--- src/common/hasti_pkg.sv ---
`default_nettype none

package hasti_pkg;

  // bus widths of the AHB-lite ports.
  localparam int haddr_width_p = 32;
  localparam int hdata_width_p = 32;
  localparam int hdata_nbytes_p = 4;
  localparam int hsize_width_p = 3;
  localparam int htrans_width_p = 2;

  // the bank holds 256 words, indexed by address bits 9 to 2.
  localparam int mem_words_p = 256;
  localparam int mem_index_width_p = 8;

  typedef logic [haddr_width_p-1:0] haddr_t;
  typedef logic [hdata_width_p-1:0] hdata_t;
  typedef logic [hsize_width_p-1:0] hsize_t;
  typedef logic [htrans_width_p-1:0] htrans_t;
  // a set bit keeps that byte unchanged.
  typedef logic [hdata_nbytes_p-1:0] byte_mask_t;
  typedef logic [mem_index_width_p-1:0] mem_index_t;

  // htrans encodings.
  localparam htrans_t htrans_idle_p = 2'd0;
  localparam htrans_t htrans_nonseq_p = 2'd2;

  // hsize encodings.
  localparam hsize_t hsize_byte_p = 3'd0;
  localparam hsize_t hsize_half_p = 3'd1;
  localparam hsize_t hsize_word_p = 3'd2;

  // round-robin priority of the memory arbiter.
  typedef enum logic
  {
    prio_port0,
    prio_port1
  } grant_state_e;

endpackage

`default_nettype wire

--- src/common/mem_req_if.sv ---
`timescale 1ns/10ps
`default_nettype none

interface mem_req_if;
  import hasti_pkg::*;

  // request side, held stable while v is high and yumi is low.
  logic       v;
  logic       w;
  haddr_t     addr;
  hdata_t     data;
  byte_mask_t mask;
  logic       yumi;

  // read return, one cycle after an accepted read.
  logic       rvalid;
  hdata_t     rdata;

  modport requester
  (
    output v, w, addr, data, mask,
    input  yumi, rvalid, rdata
  );

  modport server
  (
    input  v, w, addr, data, mask,
    output yumi, rvalid, rdata
  );

endinterface

`default_nettype wire

--- src/converter/hasti_converter.sv ---
`timescale 1ns/10ps
`default_nettype none

module hasti_converter
  (
    input  logic               clk_i,
    input  logic               reset_i,
    input  hasti_pkg::haddr_t  haddr_i,
    input  logic               hwrite_i,
    input  hasti_pkg::hsize_t  hsize_i,
    input  hasti_pkg::htrans_t htrans_i,
    input  hasti_pkg::hdata_t  hwdata_i,
    output hasti_pkg::hdata_t  hrdata_o,
    output logic               hready_o,
    output logic               hresp_o,
    mem_req_if.requester       mem
  );
  import hasti_pkg::*;

  // a held transfer is either a write waiting in its data phase
  // or a read that was not accepted in its address phase.
  logic       trans_r;
  logic       w_r;
  haddr_t     addr_r;
  hsize_t     size_r;

  logic       nonseq;
  logic       free;
  logic       live_rd;
  haddr_t     addr_sel;
  hsize_t     size_sel;
  byte_mask_t size_pattern;

  assign nonseq = (htrans_i == htrans_nonseq_p);

  // a write ends when the arbiter takes it, a read when its data returns.
  assign hready_o = mem.rvalid | (trans_r & w_r & mem.yumi);

  // a new address phase is taken when nothing is held or the held one ends now.
  assign free = ~trans_r | hready_o;

  // reads go out in their address phase on the live address.
  assign live_rd = ~trans_r & nonseq & ~hwrite_i;

  assign addr_sel = trans_r ? addr_r : haddr_i;
  assign size_sel = trans_r ? size_r : hsize_i;

  always_comb
  begin
    case (size_sel)
      hsize_byte_p: size_pattern = byte_mask_t'(4'h1);
      hsize_half_p: size_pattern = byte_mask_t'(4'h3);
      hsize_word_p: size_pattern = byte_mask_t'(4'hF);
      default:      size_pattern = byte_mask_t'(4'hF);
    endcase
  end

  assign mem.v    = trans_r | live_rd;
  assign mem.w    = trans_r & w_r;
  assign mem.addr = addr_sel;
  assign mem.data = hwdata_i;
  // the memory side expects a 0 on every byte that is written.
  assign mem.mask = ~byte_mask_t'(size_pattern << addr_sel[1:0]);

  assign hrdata_o = mem.rdata;
  assign hresp_o  = 1'b0;

  always_ff @(posedge clk_i)
  begin
    if (reset_i)
    begin
      trans_r <= 1'b0;
      w_r     <= 1'b0;
    end
    else if (free)
    begin
      // a live read taken at once needs nothing held.
      trans_r <= nonseq & (hwrite_i | ~(live_rd & mem.yumi));
      w_r     <= hwrite_i;
    end
    else if (mem.yumi)
    begin
      trans_r <= 1'b0;
    end
  end

  always_ff @(posedge clk_i)
  begin
    if (free)
    begin
      addr_r <= haddr_i;
      size_r <= hsize_i;
    end
  end

  // an unaccepted request must stay put, including a live read
  // that moves into the held registers.
  property p_req_held;
    @(posedge clk_i) disable iff (reset_i)
      mem.v && !mem.yumi |=>
        mem.v && $stable(mem.addr) && $stable(mem.w) && $stable(mem.mask);
  endproperty

  a_req_held: assert property (p_req_held)
    else $error("request changed before it was accepted");

  // the cycle after a reset edge has no transfer state and no read return.
  a_no_ready_after_reset: assert property (@(posedge clk_i) $past(reset_i) |-> !hready_o)
    else $error("hready asserted under reset");

endmodule

`default_nettype wire

--- src/flat_wrapper.sv ---
// flat-port wrapper written by rule: the top's interface ports become plain ports
module hasti_converter_flat import hasti_pkg::*;
  (clk_i, reset_i, haddr_i, hwrite_i, hsize_i, htrans_i, hwdata_i, hrdata_o, hready_o, hresp_o, mem_v, mem_w, mem_addr, mem_data, mem_mask, mem_yumi, mem_rvalid, mem_rdata);
  mem_req_if mem_i ();
  input  logic clk_i;
  input  logic reset_i;
  input  hasti_pkg::haddr_t haddr_i;
  input  logic hwrite_i;
  input  hasti_pkg::hsize_t hsize_i;
  input  hasti_pkg::htrans_t htrans_i;
  input  hasti_pkg::hdata_t hwdata_i;
  output hasti_pkg::hdata_t hrdata_o;
  output logic hready_o;
  output logic hresp_o;
  output wire logic [$bits(mem_i.v)-1:0] mem_v;
  output wire logic [$bits(mem_i.w)-1:0] mem_w;
  output wire logic [$bits(mem_i.addr)-1:0] mem_addr;
  output wire logic [$bits(mem_i.data)-1:0] mem_data;
  output wire logic [$bits(mem_i.mask)-1:0] mem_mask;
  input wire logic [$bits(mem_i.yumi)-1:0] mem_yumi;
  input wire logic [$bits(mem_i.rvalid)-1:0] mem_rvalid;
  input wire logic [$bits(mem_i.rdata)-1:0] mem_rdata;
  assign mem_v = mem_i.v;
  assign mem_w = mem_i.w;
  assign mem_addr = mem_i.addr;
  assign mem_data = mem_i.data;
  assign mem_mask = mem_i.mask;
  assign mem_i.yumi = mem_yumi;
  assign mem_i.rvalid = mem_rvalid;
  assign mem_i.rdata = mem_rdata;
  hasti_converter u_core (.clk_i(clk_i), .reset_i(reset_i), .haddr_i(haddr_i), .hwrite_i(hwrite_i), .hsize_i(hsize_i), .htrans_i(htrans_i), .hwdata_i(hwdata_i), .hrdata_o(hrdata_o), .hready_o(hready_o), .hresp_o(hresp_o), .mem(mem_i));
endmodule
--- config.mk ---
export PLATFORM = sky130hd
export DESIGN_NAME = hasti_converter_flat
export DESIGN_NICKNAME = d
export VERILOG_FILES = /design/src/common/hasti_pkg.sv /design/src/common/mem_req_if.sv /design/src/converter/hasti_converter.sv /design/src/flat_wrapper.sv
export SDC_FILE = /design/constraint.sdc
export NUM_CORES = 1
export LEC_CHECK = 0
export BUFFER_PORTS_ARGS = -buffer_cell sky130_fd_sc_hd__buf_2
export CAP_MARGIN = 20
export CORE_MARGIN = 4
export CORE_UTILIZATION = 33
export CTS_CLUSTER_DIAMETER = 100
export DETAILED_ROUTE_END_ITERATION = 8
export PLACE_DENSITY = 0.75
export SYNTH_ARGS = -nofsm -noshare
export SYNTH_HDL_FRONTEND = slang
export SYNTH_SLANG_ARGS = --single-unit
--- constraint.sdc ---
create_clock -name clk_i -period 2 [get_ports clk_i]
set_input_delay 0.2 -clock clk_i [delete_from_list [all_inputs] [get_ports clk_i]]
set_output_delay 0.2 -clock clk_i [all_outputs]
set_load 0.01 [all_outputs]
==> results.ini <==
[outcome]
status = finished, final reports clean

[power]
p_leak_nw = 0.992
ir_drop_v = 0.000183
pwr_density_cell_nw_per_um2 = 725

[synth]
yosys_warnings = 0
yosysSeqAreaShare_pct = 49.4
syn_nets = 277
avgSynthCellArea_sq_um = 12.9
async_flop_share_pct = 0
synth.distinct_cells = 29
syn_area_sq_um = 2210
syn_inst = 171
ys_seq_elements = 37
ys_dominant_reg_cell = edfxtp_1
synth_edf_count = 35

[placed_design]
dp_hpwl_um = 3230
io_buffers = 80
placed_cells = 263
placed_area_sq_um = 2200
post-place-ws_ns = 0.518
gp_congestion = 0.715

[drt]
ant_nets = 0
routed_wl_um = 4060
drt_first_pass_iters = 4
drc = 0
via_count = 1236
wl_per_cell_um = 15.0
via_per_inst = 4.56
drt_iter0_markers = 15

[cts]
cts_resized = 0
clock_latency_ns = 0.28
clockBufferDepth = 2
cts_tree = built
htreeDepth = 2
path_clk_slew_ns = 0.07
post_cts.repair.setup_buffers = 0
clock_sinks = 37
clockRootBuffer = clkbuf_8
numCtsBuffers = 5
postCtsHoldBufs = 0

[worst_setup_path]
critPathKind = flop to output port
path_max_fanout = 10
crit_start = u_core.trans_r
cp-end-kind = output port
worstSetupStartpointType = flop
required_ns = 1.80
worst_r2r_endpoint = u_core.addr_r[16]
crit_end = mem_mask[2]
worstPathArrival_ns = 1.56
r2r_start = u_core.trans_r
ff2ff_path_depth = 3
ff2ff_setup_slack_ns = 0.55

[grt]
grt_max_degree = 20
antenna_found_initial = 0
grt_pass1_vias = 1256
globalRoute.totalOverflow = 0
grt_pass1_wl_um = 6560
grtUsageTotal_pct = 10.0

[floorplan]
initial_utilization_pct = 34.4
rows = 29
ioPinCount = 210
dieArea_sq_um = 8060
core_area_sq_um = 6420
die_h_um = 89.8
die_w_um = 89.8

[timing]
finalSetupTns_ns = 0
grt_setup_unrepaired = no
fmax_ghz = 0.567
clock_skew_ns = 0.00564
drv_slew = 0
hold_viol_final = 0
setup_viol = 0
period_needed_ns = 1.76
fin_crit_sh_pct = 88.2
setup_slack_ns = 0.236

[finish]
stdcell_count = 271
nets = 299
area_growth_pct = 3.46
n_antenna_cell = 0
final_common_cell = buf_2
fillCellCount = 640
final_cell_mix = buf_2 (80), edfxtp_1 (35), mux2_2 (23)
drive_gt1_share_pct = 65.5
design_area_sq_um = 2280

[min_path]
hold_path_class = input pin to flop

[run]
cap_violations = 0

## where the power goes
part / total (W) / internal (W) / switching [W]
Clock: 0.000493 / 0.000248 / 0.000246
Sequential: 0.000913 / 0.000897 / 0.0000162
Combinational: 0.000249 / 0.000131 / 0.000118
## Yosys cell counts, types with 2 or more instances
master | n | share of area [%]
nand2_1 | 2 | 0.34
nor2_1 | 3 | 0.51
a21oi_1 | 5 | 1.1
buf_4 | 65 | 22
a21o_1 | 2 | 0.68
mux2_2 | 23 | 12
inv_1 | 3 | 0.51
mux2i_1 | 2 | 0.91
edfxtp_1 | 35 | 48
buf_8 | 2 | 1.4
mux2_4 | 7 | 4.8
buf_2 | 2 | 0.45
dfxtp_1 | 2 | 1.8
o21ai_0 | 3 | 0.68
## stage by stage
| stage | power, W | utilization (%) | hold WS, ns |
|---|---|---|---|
| floorplan | 0.00120 | - | 0.269 |
| global placement | 0.00118 | 34.3 | 0.384 |
| detailed placement | 0.00118 | 34.3 | 0.386 |
| CTS | 0.00170 | 35.6 | 0.0745 |
| global route | 0.00175 | 35.6 | 0.0820 |
| finish | 0.00166 | 35.6 | 0.0870 |
## flip-flops by register name, summed over array words and instances (netlist names)
name and cells:
u_core.addr_r 32, u_core.trans_r 1, u_core.w_r 1, u_core.size_r 3
## logic make-up after synthesis
kind of cell	after synthesis	synth area share, %
buffers and inverters	74	25.1
other	1	0.170
and+or+nand+nor	12	3.17
DFF	37	49.4
AOI/OAI and AO/OA	14	4.14
muxes	33	18.0
## worst min path at each step
stage / endpoint / depth (start not counted) / start
2_1_floorplan: u_core.w_r / 1 / reset_i
3_3_place_gp: u_core.w_r / 2 / reset_i
3_5_place_dp: u_core.w_r / 2 / reset_i
4_1_cts: u_core.w_r / 2 / reset_i
5_1_grt: u_core.addr_r[17] / 1 / haddr_i[17]
6_report: u_core.w_r / 2 / reset_i
## worst max-delay path, stage by stage (launching register included)
cell and delay [ns]:
dfxtp_2 0.48, mux2i_2 0.33, inv_2 0.08, o31ai_2 0.23, buf_2 0.16
## routing by layer
metal  share of wire [%]  GRT usage (%)  vias up
met3                 8.8           3.17       20
li1                    -              -      577
met1                  34           9.90      588
met4                 3.1           6.51        0
met2                  54           18.1       51
met5                   0              0        -
## area by class of cell
cell class	instances	area, sq um	share of cell area [%]
flip-flops and latches	37	1090	47.8
clock buffers	8	80.1	3.50
well taps	77	96.3	4.22
multi-input cells	60	563	24.6
repair buffers	85	438	19.2
inverters	4	15.0	0.657
(Power assumes the default switching activity.)
