==> config.mk <==
export PLATFORM = sky130hd
export DESIGN_NAME = mem_arbiter_flat
export DESIGN_NICKNAME = d
export VERILOG_FILES = /design/src/common/hasti_pkg.sv /design/src/common/mem_req_if.sv /design/src/memory/mem_arbiter.sv /design/src/flat_wrapper.sv
export SDC_FILE = /design/constraint.sdc
export NUM_CORES = 1
export LEC_CHECK = 0
export ABC_AREA = 1
export BUFFER_PORTS_ARGS = -buffer_cell sky130_fd_sc_hd__buf_2
export CORE_AREA = 2 2 111 113
export DETAILED_ROUTE_END_ITERATION = 10
export DIE_AREA = 0 0 113 115
export SLEW_MARGIN = 20
export SYNTH_ARGS = -nofsm -noshare
export SYNTH_HDL_FRONTEND = slang
export SYNTH_SLANG_ARGS = --single-unit
==> constraint.sdc <==
create_clock -name clk_i -period 1.55 [get_ports clk_i]
set_input_delay 0.0775 -clock clk_i [delete_from_list [all_inputs] [get_ports clk_i]]
set_output_delay 0.0775 -clock clk_i [all_outputs]
set_load 0.01 [all_outputs]
==> src/common/hasti_pkg.sv <==
`default_nettype none

package hasti_pkg;

  // bus widths of the AHB-lite ports.
  localparam int haddr_width_p = 32;
  localparam int hdata_width_p = 32;
  localparam int hdata_nbytes_p = 4;
  localparam int hsize_width_p = 3;
  localparam int htrans_width_p = 2;

  // the bank holds 256 words, indexed by address bits 9 to 2.
  localparam int mem_words_p = 256;
  localparam int mem_index_width_p = 8;

  typedef logic [haddr_width_p-1:0] haddr_t;
  typedef logic [hdata_width_p-1:0] hdata_t;
  typedef logic [hsize_width_p-1:0] hsize_t;
  typedef logic [htrans_width_p-1:0] htrans_t;
  // a set bit keeps that byte unchanged.
  typedef logic [hdata_nbytes_p-1:0] byte_mask_t;
  typedef logic [mem_index_width_p-1:0] mem_index_t;

  // htrans encodings.
  localparam htrans_t htrans_idle_p = 2'd0;
  localparam htrans_t htrans_nonseq_p = 2'd2;

  // hsize encodings.
  localparam hsize_t hsize_byte_p = 3'd0;
  localparam hsize_t hsize_half_p = 3'd1;
  localparam hsize_t hsize_word_p = 3'd2;

  // round-robin priority of the memory arbiter.
  typedef enum logic
  {
    prio_port0,
    prio_port1
  } grant_state_e;

endpackage

`default_nettype wire

==> src/common/mem_req_if.sv <==
`timescale 1ns/10ps
`default_nettype none

interface mem_req_if;
  import hasti_pkg::*;

  // request side, held stable while v is high and yumi is low.
  logic       v;
  logic       w;
  haddr_t     addr;
  hdata_t     data;
  byte_mask_t mask;
  logic       yumi;

  // read return, one cycle after an accepted read.
  logic       rvalid;
  hdata_t     rdata;

  modport requester
  (
    output v, w, addr, data, mask,
    input  yumi, rvalid, rdata
  );

  modport server
  (
    input  v, w, addr, data, mask,
    output yumi, rvalid, rdata
  );

endinterface

`default_nettype wire

==> src/memory/mem_arbiter.sv <==
`timescale 1ns/10ps
`default_nettype none

module mem_arbiter
  (
    input  logic                  clk_i,
    input  logic                  reset_i,
    mem_req_if.server             port0,
    mem_req_if.server             port1,
    input  hasti_pkg::hdata_t     bank_rdata_i,
    output logic                  bank_en_o,
    output logic                  bank_we_o,
    output hasti_pkg::mem_index_t bank_index_o,
    output hasti_pkg::hdata_t     bank_wdata_o,
    output hasti_pkg::byte_mask_t bank_mask_o
  );
  import hasti_pkg::*;

  grant_state_e prio_r;
  logic         grant0;
  logic         grant1;
  logic         rd_v_r;
  logic         rd_port_r;
  haddr_t       sel_addr;

  // a lone requester always wins, otherwise the priority decides.
  assign grant0 = port0.v & (~port1.v | (prio_r == prio_port0));
  assign grant1 = port1.v & (~port0.v | (prio_r == prio_port1));

  assign port0.yumi = grant0;
  assign port1.yumi = grant1;

  assign sel_addr = grant1 ? port1.addr : port0.addr;

  assign bank_en_o    = grant0 | grant1;
  assign bank_we_o    = grant1 ? port1.w : port0.w;
  assign bank_index_o = sel_addr[mem_index_width_p+1:2];
  assign bank_wdata_o = grant1 ? port1.data : port0.data;
  assign bank_mask_o  = grant1 ? port1.mask : port0.mask;

  always_ff @(posedge clk_i)
  begin
    if (reset_i)
    begin
      prio_r    <= prio_port0;
      rd_v_r    <= 1'b0;
      rd_port_r <= 1'b0;
    end
    else
    begin
      // priority only turns over when both ports asked.
      if (port0.v && port1.v)
      begin
        prio_r <= grant0 ? prio_port1 : prio_port0;
      end
      rd_v_r    <= bank_en_o & ~bank_we_o;
      rd_port_r <= grant1;
    end
  end

  // bank data is registered, so it lines up with the delayed read flag.
  assign port0.rvalid = rd_v_r & ~rd_port_r;
  assign port1.rvalid = rd_v_r & rd_port_r;
  assign port0.rdata  = bank_rdata_i;
  assign port1.rdata  = bank_rdata_i;

  a_one_grant: assert property (@(posedge clk_i) disable iff (reset_i)
    !(port0.yumi && port1.yumi))
    else $error("both ports granted in one cycle");

  a_rvalid0: assert property (@(posedge clk_i) disable iff (reset_i)
    port0.v && port0.yumi && !port0.w |=> port0.rvalid)
    else $error("port 0 read accepted without a return");

  a_rvalid1: assert property (@(posedge clk_i) disable iff (reset_i)
    port1.v && port1.yumi && !port1.w |=> port1.rvalid)
    else $error("port 1 read accepted without a return");

endmodule

`default_nettype wire

==> src/flat_wrapper.sv <==
// flat-port wrapper written by rule: the top's interface ports become plain ports
module mem_arbiter_flat import hasti_pkg::*;
  (clk_i, reset_i, bank_rdata_i, bank_en_o, bank_we_o, bank_index_o, bank_wdata_o, bank_mask_o, port0_v, port0_w, port0_addr, port0_data, port0_mask, port0_yumi, port0_rvalid, port0_rdata, port1_v, port1_w, port1_addr, port1_data, port1_mask, port1_yumi, port1_rvalid, port1_rdata);
  mem_req_if port0_i ();
  mem_req_if port1_i ();
  input  logic clk_i;
  input  logic reset_i;
  input  hasti_pkg::hdata_t bank_rdata_i;
  output logic bank_en_o;
  output logic bank_we_o;
  output hasti_pkg::mem_index_t bank_index_o;
  output hasti_pkg::hdata_t bank_wdata_o;
  output hasti_pkg::byte_mask_t bank_mask_o;
  input wire logic [$bits(port0_i.v)-1:0] port0_v;
  input wire logic [$bits(port0_i.w)-1:0] port0_w;
  input wire logic [$bits(port0_i.addr)-1:0] port0_addr;
  input wire logic [$bits(port0_i.data)-1:0] port0_data;
  input wire logic [$bits(port0_i.mask)-1:0] port0_mask;
  output wire logic [$bits(port0_i.yumi)-1:0] port0_yumi;
  output wire logic [$bits(port0_i.rvalid)-1:0] port0_rvalid;
  output wire logic [$bits(port0_i.rdata)-1:0] port0_rdata;
  input wire logic [$bits(port1_i.v)-1:0] port1_v;
  input wire logic [$bits(port1_i.w)-1:0] port1_w;
  input wire logic [$bits(port1_i.addr)-1:0] port1_addr;
  input wire logic [$bits(port1_i.data)-1:0] port1_data;
  input wire logic [$bits(port1_i.mask)-1:0] port1_mask;
  output wire logic [$bits(port1_i.yumi)-1:0] port1_yumi;
  output wire logic [$bits(port1_i.rvalid)-1:0] port1_rvalid;
  output wire logic [$bits(port1_i.rdata)-1:0] port1_rdata;
  assign port0_i.v = port0_v;
  assign port0_i.w = port0_w;
  assign port0_i.addr = port0_addr;
  assign port0_i.data = port0_data;
  assign port0_i.mask = port0_mask;
  assign port0_yumi = port0_i.yumi;
  assign port0_rvalid = port0_i.rvalid;
  assign port0_rdata = port0_i.rdata;
  assign port1_i.v = port1_v;
  assign port1_i.w = port1_w;
  assign port1_i.addr = port1_addr;
  assign port1_i.data = port1_data;
  assign port1_i.mask = port1_mask;
  assign port1_yumi = port1_i.yumi;
  assign port1_rvalid = port1_i.rvalid;
  assign port1_rdata = port1_i.rdata;
  mem_arbiter u_core (.clk_i(clk_i), .reset_i(reset_i), .port0(port0_i), .port1(port1_i), .bank_rdata_i(bank_rdata_i), .bank_en_o(bank_en_o), .bank_we_o(bank_we_o), .bank_index_o(bank_index_o), .bank_wdata_o(bank_wdata_o), .bank_mask_o(bank_mask_o));
endmodule
==> run metrics, run 1 <==
status finished, violations left; failing checks design-rule violations; first-pass GRT wire length 6.09 mm; post-DP HPWL 3.45 mm; number of synthesized register bits 3; First-pass DRT Iterations 7; setup bufs post-CTS 0; via count 1464; Hold Startpoint reset_i; buffers added on ports 143; layout cell share with drive strength beyond 1 53.2%; nets 483; Leak 1.13 nW; core box area 11800 um2; routed len/inst 9.11 um; critical path data arrival time 1.32 ns; antenna viol nets, final 0; Clock Skew 0.00149 ns; syn_nets 404; Routed WL 4.15 mm; Critical-path top delay cell dfxtp_1; cts repair resizes 0; starting DRC count in detailed routing 67; Inserted Diodes 0; Slew HR 87.5%; Die ar. 13000 um2; H-tree levels 1; Worst Path Required 1.47 ns; post-synthesis sequential area ratio 4.80%; commonest non-fill, non-tap cell in the layout buf_2; largest stage delay on the critical path 0.34 ns; CP bufs+invs 4; Syn Std Cell Area 1250 um2; syn_area_per_cell 5.45 um2; Tmin final 1.39 ns; dpl cell area 1640 um2; Worst-Skew Late Latency 0.22 ns; Remaining Overflow, GRT 0; area growth from synthesis to layout 37.9%; Initial Utilization 10.6%; RSZ-0062 raised after global routing no; slew of the pin with the lowest slew margin 0.188 ns; clk buf depth 2; GRT busiest layer met2; Mapped Cells 230; M3 GR Usage 1.48%; setup_tns 0 ns; Peak Freq 0.718 GHz; # hold bufs at CTS 0; PD cells 579 nW/um2; DR vias/cell 3.22; maxcap violations 0; Sink Count 3; clock share of power 41.1%; I/O pins 288; Flop pwr share 8.6%; die width 113 um; die height 115 um; initial antenna violation count 0; met1 GRT Util 5.82%; Final Slew Violations 0; Total GRT Usage 5.76%; YS warnings 0; Fin. Hold Viols 0; Crit. End Element primary output; sw frac 33.8%; maximum fanout along the worst path 24; Setup CP Type register to primary output; GPL Wtd Cong 0.642; worst min path class input pin to register; Crit path top cell by count nand2_1; Unique masters post-synth 15; largest net degree at the start of global routing 25; clock-pin slew on the worst setup and hold paths 0.03 ns; post-route cell area 1730 um2; crit-path cells inv_2, nand2_2, nand2_4, inv_4, buf_12, nand2_1, nand2_1, buf_2; Critical Path Start Type register; num rows 40; cts bufs inserted 3; Peak VDD IR 0.534 mV; most frequent cells in the layout buf_2, nand2_1, nand2_2; met2 Use GR 10.1%; worst reg2reg startpoint u_core.prio_r; cell family with most CP delay buffers and inverters; CTS Root Cell clkbuf_16; DRC 16; switching power 0.338 mW; worst setup path start u_core.prio_r; # setup viols final 0; Pint 0.662 mW; period utilization 89.9%; vias in the first global route 1303; combinational share of power 50.3%; CTS tree built
metrics by stage:
stage / util, % / hold slack (ns) / worst slack (ns) / instances / total power, mW
2_1_floorplan: - / 0.144 / 0.563 / 230 / 0.510
3_3_place_gp: 13.9 / 0.155 / 0.292 / 451 / 0.591
3_5_place_dp: 13.9 / 0.155 / 0.287 / 451 / 0.593
4_1_cts: 14.5 / 0.0342 / 0.0491 / 455 / 1.01
5_1_grt: 14.6 / 0.0391 / 0.0280 / 455 / 1.08
6_report: 14.6 / 0.0333 / 0.156 / 455 / 1.00
power by group through the flow:
stage	clock (mW)	combinational (mW)	sequential, mW
floorplan	0	0.424	0.0864
global placement	0	0.504	0.0871
detailed placement	0	0.506	0.0872
CTS	0.418	0.508	0.0861
global route	0.424	0.566	0.0869
finish	0.411	0.503	0.0862
flip-flops by register name, indices dropped and copies added, names as in the netlist:
name	cells
u_core.prio_r	1
u_core.rd_port_r	1
u_core.rd_v_r	1
worst paths after layout:
path | endpoint | slack (ns) | cells past startpoint
setup / recovery | bank_wdata_o[21] | 0.16 | 8
hold / removal | u_core.rd_port_r | 0.03 | 2
setup reg to reg | u_core.rd_v_r | 0.48 | 7
hold reg to reg | u_core.prio_r | 0.49 | 2
Yosys cell counts:
master   count  area, um2
inv_1        5       18.8
nand3_1      2       10.0
buf_4       68        510
nor2_1       2       7.51
buf_6        4       45.0
dfxtp_1      3       60.1
inv_4        1       6.26
nand2_2     10       62.6
buf_8        1       15.0
nand2_1    128        480
nand2_4      1       11.3
nor2_2       1       6.26
a21oi_1      2       10.0
inv_2        1       3.75
o21ai_0      1       5.00
per-layer routing:
layer	vias up	part of all wire (%)
met5	-	0
met4	0	3.8
met3	26	12
met2	116	48
met1	549	36
li1	773	-
layout make-up:
| class | instances | area [um2] |
|---|---|---|
| Timing Repair Buffer | 147 | 782 |
| Fill cell | 1396 | 10100 |
| Sequential cell | 3 | 60.1 |
| Tap cell | 147 | 184 |
| Inverter | 7 | 28.8 |
| Multi-Input combinational cell | 147 | 593 |
| Clock buffer | 4 | 78.8 |
kinds of logic after synthesis:
family                 share of synthesized area, %
buffers and inverters                          47.9
DFF                                            4.80
and+or+nand+nor                                46.2
AOI/OAI and AO/OA                              1.20
(Power assumes the default switching activity.)
==> inputs of run 2 (changes only) <==
--- a/config.mk
+++ b/config.mk
@@ -7,9 +7,9 @@
 export LEC_CHECK = 0
 export ABC_AREA = 1
 export BUFFER_PORTS_ARGS = -buffer_cell sky130_fd_sc_hd__buf_2
-export CORE_AREA = 2 2 111 113
+export CORE_AREA = 2 2 110 112
 export DETAILED_ROUTE_END_ITERATION = 10
-export DIE_AREA = 0 0 113 115
+export DIE_AREA = 0 0 112 114
 export SLEW_MARGIN = 20
 export SYNTH_ARGS = -nofsm -noshare
 export SYNTH_HDL_FRONTEND = slang
==> constraint.sdc (replaced) <==
create_clock -name clk_i -period 1.2 [get_ports clk_i]
set_input_delay 0.06 -clock clk_i [delete_from_list [all_inputs] [get_ports clk_i]]
set_output_delay 0.06 -clock clk_i [all_outputs]
set_load 0.01 [all_outputs]
==> run 2 against run 1 <==
Effect of this change:
- the flow finishes with violations (negative setup slack)
- clock-buffer cell count stayed put
- final cell count is 1.3% higher
- non-clock buffer count is 6 higher
- worst hold slack worse by 0.022 ns
- critical path depth stayed put
- clock power is 28% higher
- die area is 1.7% lower
- core utilization is 1.7 points higher
- first-iteration DRC count is 34% lower
- flip-flop and latch count stayed put
- critical path type unchanged
- highest routed layer unchanged
==> run metrics, run 2 (synthesis gave the netlist of run 1 again) <==
status finished, violations left; failing checks negative setup slack; Sink Count 3 (unchanged); Setup WS post-layout -0.165 ns (-0.322 ns); PD cells 727 nW/um2 (+25%); maxcap violations 0 (unchanged); Remaining Overflow, GRT 0 (unchanged); Top Registers u_core.prio_r: 1 flops, u_core.rd_port_r: 1 flops, u_core.rd_v_r: 1 flops; buffers added on ports 143 (unchanged); Register Area 61.3 um2 (+2.1%); area growth from synthesis to layout 52.1%; Total GRT Usage 5.68% (-0.077 points); I/O pins 288 (unchanged); crit-path cells inv_2, nand2_4, nand2_8, buf_6, clkbuf_16, nand2_1, nand2_1, buf_2; Worst-Skew Late Latency 0.22 ns (about the same); first-pass GRT wire length 5.84 mm (-4.1%); Peak VDD IR 0.716 mV (+34%); clock-pin slew on the worst setup and hold paths 0.03 ns (about the same); Peak Freq 0.732 GHz; Clock Skew 0.00134 ns (-0.000150 ns); worst min path class input pin to register; initial antenna violation count 0 (unchanged); cts bufs inserted 3 (unchanged); H-tree levels 1 (unchanged); RSZ-0062 raised after global routing yes; Fin. Hold Viols 0 (unchanged); Power, Total 1.38 mW (+38%); Crit path top cell by count nand2_1; antenna viol nets, final 0 (unchanged); largest net degree at the start of global routing 25 (unchanged); switching power 0.469 mW (+39%); post-route cell area 1910 um2 (+10%); slew of the pin with the lowest slew margin 0.180 ns (-0.00774 ns); critical path data arrival time 1.31 ns (about the same); period utilization 114%; CP bufs+invs 4 (unchanged); Tmin final 1.37 ns; clock share of power 38.1% (-3.0 points); Setup CP Type register to primary output; Initial Utilization 10.7% (+0.091 points); Final Slew Violations 0 (unchanged); Crit. End Element primary output; maximum fanout along the worst path 11 (-54%); R2R Path End u_core.rd_v_r; combinational share of power 53.9% (+3.6 points); Pint 0.916 mW (+38%); final hold slack 0.0110 ns (-0.0223 ns); DR vias/cell 3.35 (+4.2%); sw frac 33.9% (+0.13 points); starting DRC count in detailed routing 44 (-34%); Critical Path Start Type register; layout cell share with drive strength beyond 1 57.6% (+4.4 points); largest stage delay on the critical path 0.33 ns (about the same); post-DP HPWL 3.24 mm (-6.1%); Multi-input gate area 647 um2 (+9.1%); cell family with most CP delay buffers and inverters; Flop pwr share 8.1% (-0.5 points); Die ar. 12800 um2 (-1.7%); routed len/inst 9.49 um (+4.1%); Worst Path Required 1.14 ns (-0.33 ns); First-pass DRT Iterations 4 (-3); # setup viols final 46 (+46); dpl ws 0.0321 ns (-0.255 ns); Routed WL 4.37 mm (+5.5%); most frequent cells in the layout buf_2, nand2_1, nand2_2; Slew HR 87.8% (+0.39 points); Reg2Reg Setup Slack 0.18 ns (-0.30 ns); vias in the first global route 1297 (-0.46%); die height 114 um (-0.87%); commonest non-fill, non-tap cell in the layout buf_2; Hold Path Stages 2 (unchanged); Inserted Diodes 0 (unchanged); Reg2Reg Depth 7 (unchanged); CTS tree built; clk buf depth 2 (unchanged); Hold Startpoint reset_i; dpl cell area 1660 um2 (+1.5%); Hold Path End u_core.rd_port_r; # hold bufs at CTS 0 (unchanged); core box area 11700 um2 (-0.85%); final cell count without fillers 461 (+1.3%); nets 489 (+1.2%); CTS Root Cell clkbuf_16; via count 1546 (+5.6%); GPL Wtd Cong 0.674 (+5.1%); Fillers 1389 (-0.50%); die width 112 um (-0.88%); worst reg2reg startpoint u_core.prio_r; Critical-path top delay cell dfxtp_2; num rows 40 (unchanged); Leak 1.20 nW (+6.6%); DRC 0 (-16); dpl cells 451 (unchanged)
==> run 2: cell types whose count changed in the layout (fill, tap and decap cells not counted), sizes merged <==
cell    delta
clkinv     +1
buf        +5
clkbuf     +1
inv        -1
==> run 2: area by class of cell <==
type / count / share of cell area [%]
multi-input cells: 147 / 33.9
clock buffers: 4 / 4.14
repair buffers: 153 / 47.0
well taps: 147 / 9.65
flip-flops and latches: 3 / 3.22
inverters: 7 / 2.04
==> run 2: worst max path at each step <==
stage                              from  cells past startpoint               end
after detailed placement  u_core.prio_r                      8   bank_index_o[0]
after floorplan           u_core.prio_r                      7   bank_index_o[0]
after global placement    u_core.prio_r                      8   bank_wdata_o[1]
after global routing      u_core.prio_r                      8    bank_mask_o[0]
final                     u_core.prio_r                      8  bank_wdata_o[12]
after CTS                 u_core.prio_r                      8  bank_wdata_o[24]
==> run 2: routing by layer <==
metal	GRT usage, %	vias to the layer above	wire length [um]
met3	1.75	37	467
met5	0	-	0
met4	4.96	0	270
met2	10.0	99	2040
met1	5.36	624	1590
li1	-	786	-
==> run 2: metrics by stage <==
| step | utilization (%) | setup TNS [ns] |
|---|---|---|
| 2_1_floorplan | - | 0 |
| 3_3_place_gp | 14.2 | 0 |
| 3_5_place_dp | 14.2 | 0 |
| 4_1_cts | 16.0 | -6.68 |
| 5_1_grt | 16.3 | -9.88 |
| 6_report | 16.3 | -6.29 |
==> run 2: what timing repair did <==
action,4_1_cts,5_1_grt
endpoints found under the setup margin,46,46
gates resized for setup,13,10
gates cloned,2,1
hold endpoints to repair,0,0
pin swaps,0,2
setup buffers,2,2
==> run 2: power groups by stage <==
stage	Clock (mW)	Sequential (mW)	Combinational [mW]
3_3_place_gp	0	0.112	0.658
4_1_cts	0.534	0.112	0.740
2_1_floorplan	0	0.112	0.548
6_report	0.527	0.112	0.746
5_1_grt	0.553	0.113	0.825
3_5_place_dp	0	0.113	0.662
